## src/common/f2_defs.svh

```systemverilog
`ifndef F2_DEFS_SVH
`define F2_DEFS_SVH

//////////////////////////////
// Bus widths
//////////////////////////////

// CPU data bus
`define F2_DATA_W 16

// Work RAM word address bits
`define F2_RAM_AW 15

// Input port register index bits
`define F2_IO_AW 4

//////////////////////////////
// Address map
//////////////////////////////

// Word address bits [22:15], byte address 0x100000
`define F2_RAM_BASE 8'h10

// Word address bits [22:4], byte address 0x300000
`define F2_IO_BASE 19'h18000

`endif

```

## src/common/f2_irq_pkg.sv

```systemverilog
`default_nettype none

package f2_irq_pkg;

    // Priority level as seen on IPL2..IPL0, active high here
    typedef enum logic [2:0] {
        IRQ_NONE    = 3'd0,
        IRQ_VBLANK  = 3'd5,
        IRQ_OBJ_DMA = 3'd6
    } irq_level_t;

endpackage

`default_nettype wire

```

## src/hdl/interrupt_ctrl.sv

```systemverilog
`timescale 1ns/1ps
`default_nettype none

module interrupt_ctrl
    import f2_irq_pkg::*;
(
    input  wire        clk,
    input  wire        reset,

    input  wire        vblank,
    input  wire        obj_dma,

    input  wire        iack,
    input  wire  [2:0] iack_level,

    output irq_level_t ipl
);

logic vblank_prev;
logic obj_dma_prev;
logic vblank_rise;
logic obj_dma_fall;
logic req_vblank;
logic req_obj_dma;

always_ff @(posedge clk) begin
    vblank_prev  <= vblank;
    obj_dma_prev <= obj_dma;
end

assign vblank_rise  = vblank & ~vblank_prev;
assign obj_dma_fall = ~obj_dma & obj_dma_prev;

//////////////////////////////
// Pending requests
always_ff @(posedge clk) begin
    if (reset) begin
        req_vblank  <= 1'b0;
        req_obj_dma <= 1'b0;
    end else begin
        // A fresh edge beats a clear in the same cycle
        if (vblank_rise) begin
            req_vblank <= 1'b1;
        end else if (iack && iack_level == IRQ_VBLANK) begin
            req_vblank <= 1'b0;
        end

        if (obj_dma_fall) begin
            req_obj_dma <= 1'b1;
        end else if (iack && iack_level == IRQ_OBJ_DMA) begin
            req_obj_dma <= 1'b0;
        end
    end
end

// Object DMA outranks vblank
always_ff @(posedge clk) begin
    if (reset) begin
        ipl <= IRQ_NONE;
    end else if (req_obj_dma) begin
        ipl <= IRQ_OBJ_DMA;
    end else if (req_vblank) begin
        ipl <= IRQ_VBLANK;
    end else begin
        ipl <= IRQ_NONE;
    end
end

endmodule

`default_nettype wire

```

## config.mk

```make
export PLATFORM = sky130hd
export DESIGN_NAME = interrupt_ctrl
export DESIGN_NICKNAME = d
export VERILOG_FILES = /design/src/common/f2_defs.svh /design/src/common/f2_irq_pkg.sv /design/src/hdl/interrupt_ctrl.sv
export SDC_FILE = /design/constraint.sdc
export NUM_CORES = 1
export LEC_CHECK = 0
export ABC_CLOCK_PERIOD_IN_PS = 800
export BUFFER_PORTS_ARGS = -buffer_cell sky130_fd_sc_hd__buf_2
export CAP_MARGIN = 20
export CORE_AREA = 2 2 39 41
export CTS_CLUSTER_DIAMETER = 120
export CTS_CLUSTER_SIZE = 14
export DETAILED_ROUTE_END_ITERATION = 8
export DIE_AREA = 0 0 41 43
export HOLD_SLACK_MARGIN = 0.08
export PLACE_DENSITY_LB_ADDON = 0.15
export SLEW_MARGIN = 20
export SYNTH_ARGS = -nofsm -noshare
export SYNTH_HDL_FRONTEND = slang
export SYNTH_SLANG_ARGS = --single-unit
export TNS_END_PERCENT = 100
```

## constraint.sdc

```tcl
create_clock -name clk -period 0.8 [get_ports clk]
set_clock_uncertainty 0.05 [all_clocks]
set_input_delay 0.08 -clock clk [delete_from_list [all_inputs] [get_ports clk]]
set_output_delay 0.08 -clock clk [all_outputs]
set_load 0.05 [all_outputs]
```

==> flow_summary.ini <==
[die]
ioPinCount = 11
start_util_pct = 15.4
dieArea_um2 = 1760
rows = 14
die_h_um = 43
die_w_um = 41
fp.coreArea_um2 = 1380

[outcome]
failed_checks = hold timing, setup timing
outcome = complete, but fails checks

[placement]
port_buffers = 10
post-place-ws_ns = 0.0467
placedCellCount = 44
dpl_cell_area_um2 = 283
gp_routability_congestion = 0.581

[global_route]
gr-total-overflow = 0
grt.total_usage_pct = 6.83
grt_pass1_wl_um = 703
antenna_found_initial = 0
grt_pass1_vias = 177
grt_max_degree = 6

[synthesis]
synth-seq-cells = 7
syn_inst = 18
yosysSeqAreaShare_pct = 65.9
synth.area.top_cells = dfxtp_1, nor2_1, and4b_1
ys_types = 10
syn_nets = 26
ys_warn_count = 0
synth_area_um2 = 213
syn_area_per_cell_um2 = 11.8
netlist.area_leader.share_pct = 65.9
synth_area_leader_cell = dfxtp_1

[clocking]
clock_sinks = 7
cts.hold.buffers_added = 1
cts_buffer_depth = 2
h-tree-depth = 1
cts-root-buf = clkbuf_4
cts_tree = built
cts_setup_buffers = 0
cts_buffers = 3
insertion_delay_ns = 0.24
cts.clk_slew.worst_paths_ns = 0.05

[timing]
fin_crit_sh_pct = 105
setup_tns_ns = -0.115
fin_crit_ns = 0.842
whs_ns = -0.101
worstMarginPinSlew_ns = 0.202
finalMaxSlewViolations = 0
setup_viol = 3
slew_headroom_pct = 86.5
fmax_mhz = 1190
hold_viol_final = 1
final.setup.worst_slack_ns = -0.0418
rsz0062_at_grt = true

[setup_path]
slowest_stage = dfxtp_2
max_stage_delay_ns = 0.33
cpLargestDelayFamily = flip-flops
cp-start-kind = register
crit_type = reg2out
path_cells = buf_8
rrSetupSlack_ns = 0.05
end_kind = primary output
required_ns = 0.67
crit_buf_inv = 1
critPathMaxFanout = 1
cp.arrival_ns = 0.71

[route]
wl_per_cell_um = 8.16
ant_nets = 0
drc = 0
wirelength_um = 400
viasPerCell = 3.80
vias = 186
firstDrtPassIters = 1
dr.first_iter.drc_count = 0

[power_and_ir_drop]
cellPowerDensity_nw_per_um2 = 2280
irDropWorstVdd_mv = 0.576
total_power_uw = 805
leakage_nw = 0.163

[layout]
drive_gt1_share_pct = 51.5
final_cells = 49
finalInstanceArea_um2 = 353
final_common_cell = buf_2
insertedDiodeCount = 0
final_nets = 42
most-common-layout-cells = buf_2, dfxtp_1
area_growth_pct = 65.9

[hold_path]
min_path_type = in2reg

[run]
maxCapViolations = 0
==> report_power, final <==
| group | internal [mW] | leakage, nW | switching (mW) |
|---|---|---|---|
| logic | 0.0538 | 0.0891 | 0.0541 |
| registers | 0.374 | 0.0593 | 0.0112 |
| clock network | 0.190 | 0.0150 | 0.122 |
| total | 0.618 | 0.163 | 0.187 |
==> path summary, 6_finish.rpt <==
check / start / to / cells after the start
worst min register to register: req_obj_dma / ipl[0] / 1
worst min-delay path: vblank / vblank_prev / 1
worst max-delay path: ipl[0] / ipl[0] / 1
worst max register to register: req_obj_dma / req_obj_dma / 2
==> sequential cells by signal (all words and copies together), names as in the netlist <==
| name | count |
|---|---|
| ipl | 3 |
| req_vblank | 1 |
| obj_dma_prev | 1 |
| req_obj_dma | 1 |
| vblank_prev | 1 |
==> synthesized netlist by cell type <==
cell,number
and4b_1,1
a21o_1,1
inv_1,1
nor2_1,3
o32ai_1,1
nor3b_1,1
nor2b_2,1
nand2b_1,1
nand4b_1,1
dfxtp_1,7
==> per-stage QoR <==
step	hold slack [ns]	util, %
final	-0.101	25.5
after global routing	-0.109	25.5
after CTS	-0.113	24.7
after detailed placement	0.151	20.4
after global placement	0.148	20.4
after floorplan	0.0577	-
==> timing repair <==
item                                    CTS  global route
gates resized for setup                   9             3
endpoints found under the setup margin    3             3
hold endpoints to repair                  5             4
gates cloned                              0             0
==> logic make-up after synthesis <==
| family | count (synthesis) | share of synthesized area (%) |
|---|---|---|
| AO/OA/AOI/OAI | 2 | 7.65 |
| AND/OR/NAND/NOR | 8 | 24.7 |
| buffers and inverters | 1 | 1.76 |
| flip-flops | 7 | 65.9 |
==> layout make-up <==
class,instances,area (um^2)
well taps,16,20.0
multi-input cells,10,68.8
clock buffers,4,26.3
flip-flops and latches,7,144
inverters,1,3.75
fillers,146,1030
repair buffers,11,90.1
==> metal layers <==
| layer | vias to the layer above | global-route usage (%) | routed length (um) |
|---|---|---|---|
| li1 | 93 | - | - |
| met1 | 83 | 6.43 | 158 |
| met2 | 8 | 8.44 | 188 |
| met3 | 2 | 3.14 | 38 |
| met4 | 0 | 10.0 | 14 |
| met5 | - | 0 | 0 |
No activity file was read; power rests on OpenSTA's default activity.
