**src/common/f2_defs.svh**
```systemverilog
`ifndef F2_DEFS_SVH
`define F2_DEFS_SVH

//////////////////////////////
// Bus widths
//////////////////////////////

// CPU data bus
`define F2_DATA_W 16

// Work RAM word address bits
`define F2_RAM_AW 15

// Input port register index bits
`define F2_IO_AW 4

//////////////////////////////
// Address map
//////////////////////////////

// Word address bits [22:15], byte address 0x100000
`define F2_RAM_BASE 8'h10

// Word address bits [22:4], byte address 0x300000
`define F2_IO_BASE 19'h18000

`endif

```
**src/common/f2_bus_pkg.sv**
```systemverilog
`default_nettype none

package f2_bus_pkg;

    // 68000 function code pins FC2..FC0
    typedef enum logic [2:0] {
        FC_USER_DATA  = 3'd1,
        FC_USER_PROG  = 3'd2,
        FC_SUPER_DATA = 3'd5,
        FC_SUPER_PROG = 3'd6,
        FC_INT_ACK    = 3'd7
    } cpu_fc_t;

    // Target of the current bus cycle
    typedef enum logic [1:0] {
        REGION_NONE     = 2'd0,
        REGION_WORK_RAM = 2'd1,
        REGION_IO       = 2'd2,
        REGION_IACK     = 2'd3
    } bus_region_t;

    typedef logic [15:0] cpu_word_t;

endpackage

`default_nettype wire

```
**src/hdl/input_ports.sv**
```systemverilog
`timescale 1ns/1ps
`default_nettype none

`include "f2_defs.svh"

module input_ports
    import f2_bus_pkg::*;
(
    input  wire                 clk,
    input  wire                 sel,
    input  wire [`F2_IO_AW-1:0] index,

    input  wire           [7:0] joystick_p1,
    input  wire           [7:0] joystick_p2,
    input  wire           [1:0] start,
    input  wire           [1:0] coin,
    input  wire           [7:0] dswa,
    input  wire           [7:0] dswb,

    output cpu_word_t           q
);

logic [7:0] dswa_n;
logic [7:0] dswb_n;
logic [7:0] p1_n;
logic [7:0] p2_n;
logic [7:0] coin_n;

// Board order: start, buttons, then directions reversed
function automatic logic [7:0] player_byte(input logic start_bit, input logic [7:0] joy);
    return ~{start_bit, joy[6:4], joy[0], joy[1], joy[2], joy[3]};
endfunction

// Snapshot of the pins
always_ff @(posedge clk) begin
    dswa_n <= ~dswa;
    dswb_n <= ~dswb;
    p1_n   <= player_byte(start[0], joystick_p1);
    p2_n   <= player_byte(start[1], joystick_p2);
    coin_n <= ~{4'b0000, coin, 2'b00};
end

// Held between accesses
always_ff @(posedge clk) begin
    if (sel) begin
        case (index)
            4'd0:    q <= {8'h00, dswa_n};
            4'd1:    q <= {8'h00, dswb_n};
            4'd2:    q <= {8'h00, p1_n};
            4'd3:    q <= {8'h00, p2_n};
            4'd4:    q <= {8'h00, coin_n};
            default: q <= 16'h00FF;
        endcase
    end
end

endmodule

`default_nettype wire

```
**config.mk**
```make
export PLATFORM = sky130hd
export DESIGN_NAME = input_ports
export DESIGN_NICKNAME = d
export VERILOG_FILES = /design/src/common/f2_bus_pkg.sv /design/src/hdl/input_ports.sv
export VERILOG_INCLUDE_DIRS = /design/src /design/src/common
export SDC_FILE = /design/constraint.sdc
export NUM_CORES = 1
export LEC_CHECK = 0
export ABC_AREA = 0
export BUFFER_PORTS_ARGS = -buffer_cell sky130_fd_sc_hd__buf_4
export CAP_MARGIN = 20
export CORE_UTILIZATION = 30
export CTS_CLUSTER_SIZE = 30
export DETAILED_ROUTE_END_ITERATION = 8
export SLEW_MARGIN = 20
export SYNTH_ARGS = -nofsm -noshare
export SYNTH_HDL_FRONTEND = slang
export SYNTH_SLANG_ARGS = --single-unit
```
**constraint.sdc**
```tcl
create_clock -name clk -period 2.4 [get_ports clk]
set_clock_uncertainty 0.2 [all_clocks]
set_input_delay 0.36 -clock clk [delete_from_list [all_inputs] [get_ports clk]]
set_output_delay 0.36 -clock clk [all_outputs]
set_load 0.05 [all_outputs]
```
==> run_results.csv <==
group,metric,value,unit
route,dr.pass1.iters,6,
clock_network,cts_tree,"built",
global_routing,grt_pass1_vias,886,
global_routing,grt_first_pass_wirelength,3940,um
yosys,syn-cell-area,0.00144,sq mm
global_routing,grt_usage,10.5,%
placed_design,routabilityCongestion,0.745,
clock_network,htree_levels,2,
sta,min_period,1.61,ns
route,drt-total-wl,2450,um
clock_network,cts_buffers,5,
critical_path,startpoint_type,"input port",
pwr,ir_drop,343,uV
sta,rsz0062_at_grt,"no",
yosys,yosys_register_bits,42,
yosys,synth-seq-area-share,64.2,%
clock_network,cts_sinks,42,
finish,nets,215,
run,maxCapViolCount,0,
status,status,"finished with violations",
placed_design,numPortBuffers,47,
critical_path,max_stage_delay,0.56,ns
sta,setup-violations-final,0,
finish,final_area,0.00197,sq mm
global_routing,grt_max_degree,15,
route,drt-met1-wl,996,um
critical_path,cp_slowest_cell,"mux4_1",
floorplan,rows,24,
floorplan,start_util,32.1,%
route,wl_per_cell,10.9,um
yosys,yosys_warnings,0,
clock_network,clockBufferDepth,2,
global_routing,grt_overflow,0,
critical_path,crit_arrival,1.45,ns
route,dr_wl_met2,1180,um
clock_network,clock_tree.root_cell,"clkbuf_8",
finish,syn2layout_area_growth,37.5,%
status,violations,"DRC",
sta,max_freq,622,MHz
route,routed-via-count,916,
route,drc,7,
critical_path,rr_worst_depth,2,
yosys,ys_types,22,
placed_design,hpwlAfterDp,1740,um
sta,setup_tns,0,ns
yosys,avgSynthCellArea,12.6,sq um
clock_network,clk_pin_slew,0.07,ns
critical_path,crit_required,2.24,ns
clock_network,cts_resized,0,
finish,fill_cells,431,
floorplan,dieArea,0.00506,sq mm
sta,finalHoldViolCount,0,
clock_network,clk_latency,0.29,ns
floorplan,core,0.00447,sq mm
sta,maxSlewViolCount,0,
finish,n_antenna_cell,0,
min_path,worst_hold_path_type,"input port to flop",
sta,post-route-period-util,67.0,%
yosys,synthCells,114,
floorplan,die_x,71.2,um
critical_path,path_max_fanout,14,
route,dr.first_iter.drc_count,56,
critical_path,worstSetupEndpointType,"flop",
route,postRouteAntennaNets,0,
placed_design,place_area,0.00178,sq mm
floorplan,die_h,71.2,um
floorplan,io_pins,58,
global_routing,antenna_found_initial,0,
critical_path,crit_type,"input port to flop",
route,highest_layer,"met3",
pwr,p_leak,0.971,nW
critical_path,crit_chain,"buf_4 > mux4_1 > or3_1",
route,wl_met3,272,um
min_path,min_path_cells,2,
pwr,powerDensity,694,mW/mm^2
route,vias_per_cell,4.05,
finish,drive_gt1_share,33.3,%
[layout make-up]
type | instances | area (sq um) | area share, %
Clock buffer | 6 | 72.6 | 3.68
Clock inverter | 2 | 8.76 | 0.444
Inverter | 34 | 128 | 6.47
Multi-Input combinational cell | 32 | 315 | 16.0
Sequential cell | 42 | 921 | 46.7
Tap cell | 52 | 65.1 | 3.30
Timing Repair Buffer | 58 | 463 | 23.5
[where the power goes]
part | internal, mW | switching (mW)
clock | 0.200 | 0.222
combinational | 0.0885 | 0.0944
sequential | 0.757 | 0.00835
[final timing paths]
kind / start / endpoint / slack, ns
max: index[0] / q[6] / 0.79
min: dswb[3] / dswb_n[3] / 0.01
max reg2reg: dswb_n[7] / q[7] / 0.87
min reg2reg: coin_n[3] / q[3] / 0.44
[cells by family (layout without fill, tap and decap cells)]
family                 Yosys count  count (layout)  synth area share [%]
AO/OA/AOI/OAI                    5               5                  3.14
AND/OR/NAND/NOR                 11              11                  4.79
flip-flops                      42              42                  64.2
multiplexers                     8               8                  11.9
buffers and inverters           47             100                  15.7
other                            1               8                 0.261
[sequential cells by signal (all words and copies together) (netlist names)]
| name | flops |
|---|---|
| coin_n | 2 |
| dswa_n | 8 |
| dswb_n | 8 |
| p1_n | 8 |
| p2_n | 8 |
| q | 8 |
[what timing repair did]
item	in CTS	in global routing
hold endpoints to repair	7	4
hold buffers	7	4
setup buffers	0	0
endpoints found under the setup margin	0	0
[Yosys cell counts, drive strengths merged]
library cell  number  area, sq um
dfxtp             34          681
inv               34          128
buf               11         90.1
edfxtp             8          240
or3                7         43.8
mux4               6          150
a221o              2         21.3
clkbuf             2         7.51
o31ai              2         15.0
a2111oi            1         8.76
and2b              1         8.76
conb               1         3.75
mux2               1         11.3
mux2i              1         10.0
nand2              1         3.75
nor2               1         3.75
nor4b              1         8.76
[cells in the final DEF (no fill, tap or decap), drive strengths merged]
master | synthesis | layout
a2111oi | 1 | 1
a221o | 2 | 2
and2b | 1 | 1
buf | 11 | 47
clkbuf | 2 | 6
clkinv | 0 | 2
conb | 1 | 8
dfxtp | 34 | 34
dlygate4sd3 | 0 | 11
edfxtp | 8 | 8
inv | 34 | 34
mux2 | 1 | 1
mux2i | 1 | 1
mux4 | 6 | 6
nand2 | 1 | 1
nor2 | 1 | 1
nor4b | 1 | 1
o31ai | 2 | 2
or3 | 7 | 7
[routing by layer]
metal | track usage, % | vias up
met5 | 0 | -
met4 | 4.00 | 0
met3 | 5.56 | 0
met2 | 17.1 | 44
met1 | 11.5 | 414
li1 | - | 458
[per-stage QoR]
step / worst slack (ns) / instances / total power [mW] / hold slack, ns / util, %
after global placement: 0.488 / 207 / 0.948 / 0.311 / 39.8
final: 0.792 / 226 / 1.37 / 0.0109 / 44.1
after floorplan: 0.592 / 121 / 0.893 / 0.217 / -
after global routing: 0.734 / 226 / 1.44 / 0.000126 / 44.1
after detailed placement: 0.466 / 207 / 0.953 / 0.311 / 39.8
after CTS: 0.779 / 222 / 1.39 / 0.000390 / 43.2
[critical path: cells and delay by family]
kind / cells / cell delay (ns)
buffers and inverters: 1 / 0.21
multiplexers: 1 / 0.56
AND/OR/NAND/NOR: 1 / 0.31
Power figures use the tool's default switching activity.
