[src/common/f2_defs.svh]
`ifndef F2_DEFS_SVH
`define F2_DEFS_SVH

//////////////////////////////
// Bus widths
//////////////////////////////

// CPU data bus
`define F2_DATA_W 16

// Work RAM word address bits
`define F2_RAM_AW 15

// Input port register index bits
`define F2_IO_AW 4

//////////////////////////////
// Address map
//////////////////////////////

// Word address bits [22:15], byte address 0x100000
`define F2_RAM_BASE 8'h10

// Word address bits [22:4], byte address 0x300000
`define F2_IO_BASE 19'h18000

`endif

[src/common/f2_bus_pkg.sv]
`default_nettype none

package f2_bus_pkg;

    // 68000 function code pins FC2..FC0
    typedef enum logic [2:0] {
        FC_USER_DATA  = 3'd1,
        FC_USER_PROG  = 3'd2,
        FC_SUPER_DATA = 3'd5,
        FC_SUPER_PROG = 3'd6,
        FC_INT_ACK    = 3'd7
    } cpu_fc_t;

    // Target of the current bus cycle
    typedef enum logic [1:0] {
        REGION_NONE     = 2'd0,
        REGION_WORK_RAM = 2'd1,
        REGION_IO       = 2'd2,
        REGION_IACK     = 2'd3
    } bus_region_t;

    typedef logic [15:0] cpu_word_t;

endpackage

`default_nettype wire

[src/hdl/bus_decoder.sv]
`timescale 1ns/1ps
`default_nettype none

`include "f2_defs.svh"

module bus_decoder
    import f2_bus_pkg::*;
(
    input  wire             clk,
    input  wire             reset,

    input  wire      [22:0] cpu_addr,
    input  wire cpu_fc_t    cpu_fc,
    input  wire             cpu_as_n,
    input  wire       [1:0] cpu_ds_n,
    input  wire             cpu_rw,

    input  wire cpu_word_t  ram_q,
    input  wire cpu_word_t  io_q,

    output logic      [1:0] ram_we,
    output logic            io_sel,
    output logic            iack,
    output logic      [2:0] iack_level,

    output cpu_word_t       cpu_din,
    output logic            cpu_dtack_n,
    output logic            cpu_vpa_n
);

bus_region_t region;
logic        access;
logic        cycle_seen;

assign access = ~cpu_as_n;

// Acknowledge cycles override the address map
always_comb begin
    if (cpu_fc == FC_INT_ACK) begin
        region = REGION_IACK;
    end else if (cpu_addr[22:`F2_RAM_AW] == `F2_RAM_BASE) begin
        region = REGION_WORK_RAM;
    end else if (cpu_addr[22:`F2_IO_AW] == `F2_IO_BASE) begin
        region = REGION_IO;
    end else begin
        region = REGION_NONE;
    end
end

// Byte lanes written on every edge of the cycle
assign ram_we[1] = access & ~cpu_rw & (region == REGION_WORK_RAM) & ~cpu_ds_n[1];
assign ram_we[0] = access & ~cpu_rw & (region == REGION_WORK_RAM) & ~cpu_ds_n[0];
assign io_sel    = access & (region == REGION_IO);

//////////////////////////////
// Handshake
always_ff @(posedge clk) begin
    if (reset) begin
        cycle_seen  <= 1'b0;
        cpu_dtack_n <= 1'b1;
        cpu_vpa_n   <= 1'b1;
        iack        <= 1'b0;
    end else begin
        cycle_seen  <= access;
        cpu_dtack_n <= ~(access & (region != REGION_IACK));
        cpu_vpa_n   <= ~(access & (region == REGION_IACK));
        // Single pulse at the start of an acknowledge
        iack        <= access & ~cycle_seen & (region == REGION_IACK) & ~cpu_ds_n[0];
    end
end

// Level travels with the pulse
always_ff @(posedge clk) begin
    iack_level <= cpu_addr[2:0];
end

// Read data, unmapped reads as zero
always_comb begin
    case (region)
        REGION_WORK_RAM: cpu_din = ram_q;
        REGION_IO:       cpu_din = io_q;
        default:         cpu_din = {`F2_DATA_W{1'b0}};
    endcase
end

endmodule

`default_nettype wire

[config.mk]
export PLATFORM = sky130hd
export DESIGN_NAME = bus_decoder
export DESIGN_NICKNAME = d
export VERILOG_FILES = /design/src/common/f2_bus_pkg.sv /design/src/hdl/bus_decoder.sv
export VERILOG_INCLUDE_DIRS = /design/src /design/src/common
export SDC_FILE = /design/constraint.sdc
export NUM_CORES = 1
export LEC_CHECK = 0
export ABC_AREA = 1
export BUFFER_PORTS_ARGS = -buffer_cell sky130_fd_sc_hd__buf_2
export CAP_MARGIN = 15
export CORE_ASPECT_RATIO = 1.5
export CORE_UTILIZATION = 24
export CTS_CLUSTER_DIAMETER = 40
export DETAILED_ROUTE_END_ITERATION = 6
export GPL_TIMING_DRIVEN = 0
export PLACE_DENSITY_LB_ADDON = 0.12
export REMOVE_ABC_BUFFERS = 1
export SYNTH_ARGS = -nofsm -noshare
export SYNTH_HDL_FRONTEND = slang
export SYNTH_SLANG_ARGS = --single-unit
[constraint.sdc]
create_clock -name clk -period 3.3 [get_ports clk]
set_input_delay 0.495 -clock clk [delete_from_list [all_inputs] [get_ports clk]]
set_output_delay 0.495 -clock clk [all_outputs]
set_load 0.02 [all_outputs]
==> results.ini <==
[status]
status = complete, no violations

[global_routing]
antenna_found_initial = 0
grt_max_degree = 19
first_global_vias = 782
grt_overflow_total = 0
track_usage_pct = 14.5
grt_pass1_wl_mm = 2.91

[cells_and_area]
nets = 248
syn2layout_area_growth_pct = 80.8
multi_input_area_sq_um = 367
num_antenna_cells = 0
fillCellCount = 256
finalNonFillerCells = 206
seqCellArea_sq_um = 140
layout-drive-gt1-share_pct = 51.9

[timing]
rsz0062_at_grt = false
min_period_over_period_pct = 77.9
fmax_ghz = 0.389
hold_viol_final = 0
worst_pin_slew_ns = 0.637
slew_violations = 0
hold_slack_ns = 0.349
setup_viol = 0
final.min_clock_period_ns = 2.57
fin_setup_tns_ns = 0
relSlewSlack_pct = 57.5
finClkSkew_ns = 0.0000321

[floorplan]
die_y_um = 61.3
core_area_sq_mm = 0.00223
rows = 21
boundaryPins = 89
die_area_sq_mm = 0.00254
start_util_pct = 25.2
die_w_um = 41.5

[power_and_ir_drop]
ir_drop_uv = 75.8
leakage_nw = 0.657
power.density_mw_per_mm2 = 213
power_mw = 0.216

[logic_synthesis]
yosys-top-cells-count = nand2_1 (40), nand4_1 (16), nor2_1 (14), dfxtp_1 (7), inv_1 (5)
synthCells = 97
synthFlopType = dfxtp_1
seq_area_frac_synth_pct = 24.9
ys_warn_count = 0
async_flop_share_pct = 0
ys_ff_latch = 7
synth_area_sq_um = 562
synth.area.top_cells = nand2_1 (27%), dfxtp_1 (25%), nand4_1 (18%), nor2_1 (9.4%), buf_6 (4.0%)
yosysUniqueCellTypes = 15
synthMostInstantiatedCell = nand2_1
synth_top_area_cell = nand2_1
syn_avg_cell_area_sq_um = 5.79
synth_top_area_share_pct = 26.7
synth_edf_count = 0

[setup_path]
required_ns = 2.80
critPathKind = input port to output pin
cp-start-kind = input port
end_kind = output pin
cp_max_fo = 18
cp.arrival_ns = 2.08

[clocking]
clk_pin_slew_ns = 0.05
clk_latency_ns = 0.25
cts-hold-fix-buffers = 0
cts_setup_buffers = 0
cts_buffers = 3
cts.sinks = 7
clk_path_buf_depth = 2
cts_resized = 0
htree_levels = 1
cts_tree = yes
root_buffer = clkbuf_4

[placed_design]
detailed_place_hpwl_mm = 1.48
io_buffers = 87
placed_cells = 202
place.gp.congestion = 0.662

[drt]
drt-pass1-iter-count = 4
wl_per_cell_um = 8.51
initialDrtViolationCount = 4
ant_nets = 0
vias_per_cell = 4.51
vias = 929
drcViolationCount = 0
wl_mm = 1.75

[min_path]
hold_path.class = input port to register

[flow_run]
drv_cap = 0

-- cell type report --
type | instances | share of cell area [%]
Inverter | 5 | 1.85
Sequential cell | 7 | 13.8
Timing Repair Buffer | 87 | 42.9
Multi-Input combinational cell | 80 | 36.1
Tap cell | 23 | 2.83
Clock buffer | 4 | 2.59
-- critical path, stage by stage --
cell	delay, ns
buf_2	0.09
nor2_1	0.09
nand2_1	0.08
nor2_4	0.32
and2_1	0.57
nand2_1	0.14
nor2_1	0.11
buf_2	0.16
-- placed cells by master (no fill, tap or decap) --
cell	count
o21ai_0	1
buf_2	87
dfxtp_1	7
nor2_2	3
inv_1	5
clkbuf_4	3
nand2_1	40
and2_1	2
or2_2	1
nand4_1	16
clkbuf_1	1
nand3_1	1
nor2_4	1
nor2_1	14
nor3_1	1
-- kinds of logic (layout without fill, tap and decap cells) --
group                  count (synthesis)  count (layout)  share of synthesized area [%]
AO/OA/AOI/OAI                          1               1                          0.890
buffers and inverters                 10              96                           9.80
flip-flops                             7               7                           24.9
AND/OR/NAND/NOR                       79              79                           64.4
-- sequential cells by signal (all words and copies together), names as in the netlist --
signal,cells
iack,1
cpu_dtack_n,1
cycle_seen,1
cpu_vpa_n,1
iack_level,3
-- layer usage --
metal	vias to the layer above	part of all wire, %	track usage [%]
met1	382	39	14.1
li1	489	-	-
met4	0	2.2	9.68
met2	53	50	28.8
met3	5	8.4	1.47
met5	-	0	0
-- where the power goes --
group	switching, mW	leakage (nW)	internal [mW]	total [mW]
logic	0.0222	0.584	0.0313	0.0534
clock network	0.0281	0.0150	0.0459	0.0740
registers	0.000625	0.0582	0.0884	0.0890
-- path summary, 6_finish.rpt --
path                    startpoint                    end  slack (ns)  cells after the start
min reg2reg  cycle_seen$_SDFF_PP0_        iack$_SDFF_PP0_        0.39                      1
max reg2reg  cycle_seen$_SDFF_PP0_        iack$_SDFF_PP0_        2.80                      1
min                    cpu_addr[0]  iack_level[0]$_DFF_P_        0.35                      1
max                   cpu_addr[17]              ram_we[0]        0.73                      8
-- through the flow --
| stage | setup slack, ns | util, % | area [sq um] |
|---|---|---|---|
| 2_1_floorplan | 1.06 | - | 526 |
| 3_3_place_gp | 0.735 | 44.3 | 990 |
| 3_5_place_dp | 0.707 | 44.3 | 990 |
| 4_1_cts | 0.695 | 45.5 | 1020 |
| 5_1_grt | 0.491 | 45.5 | 1020 |
| 6_report | 0.730 | 45.5 | 1020 |
Power figures use the tool's default switching activity.
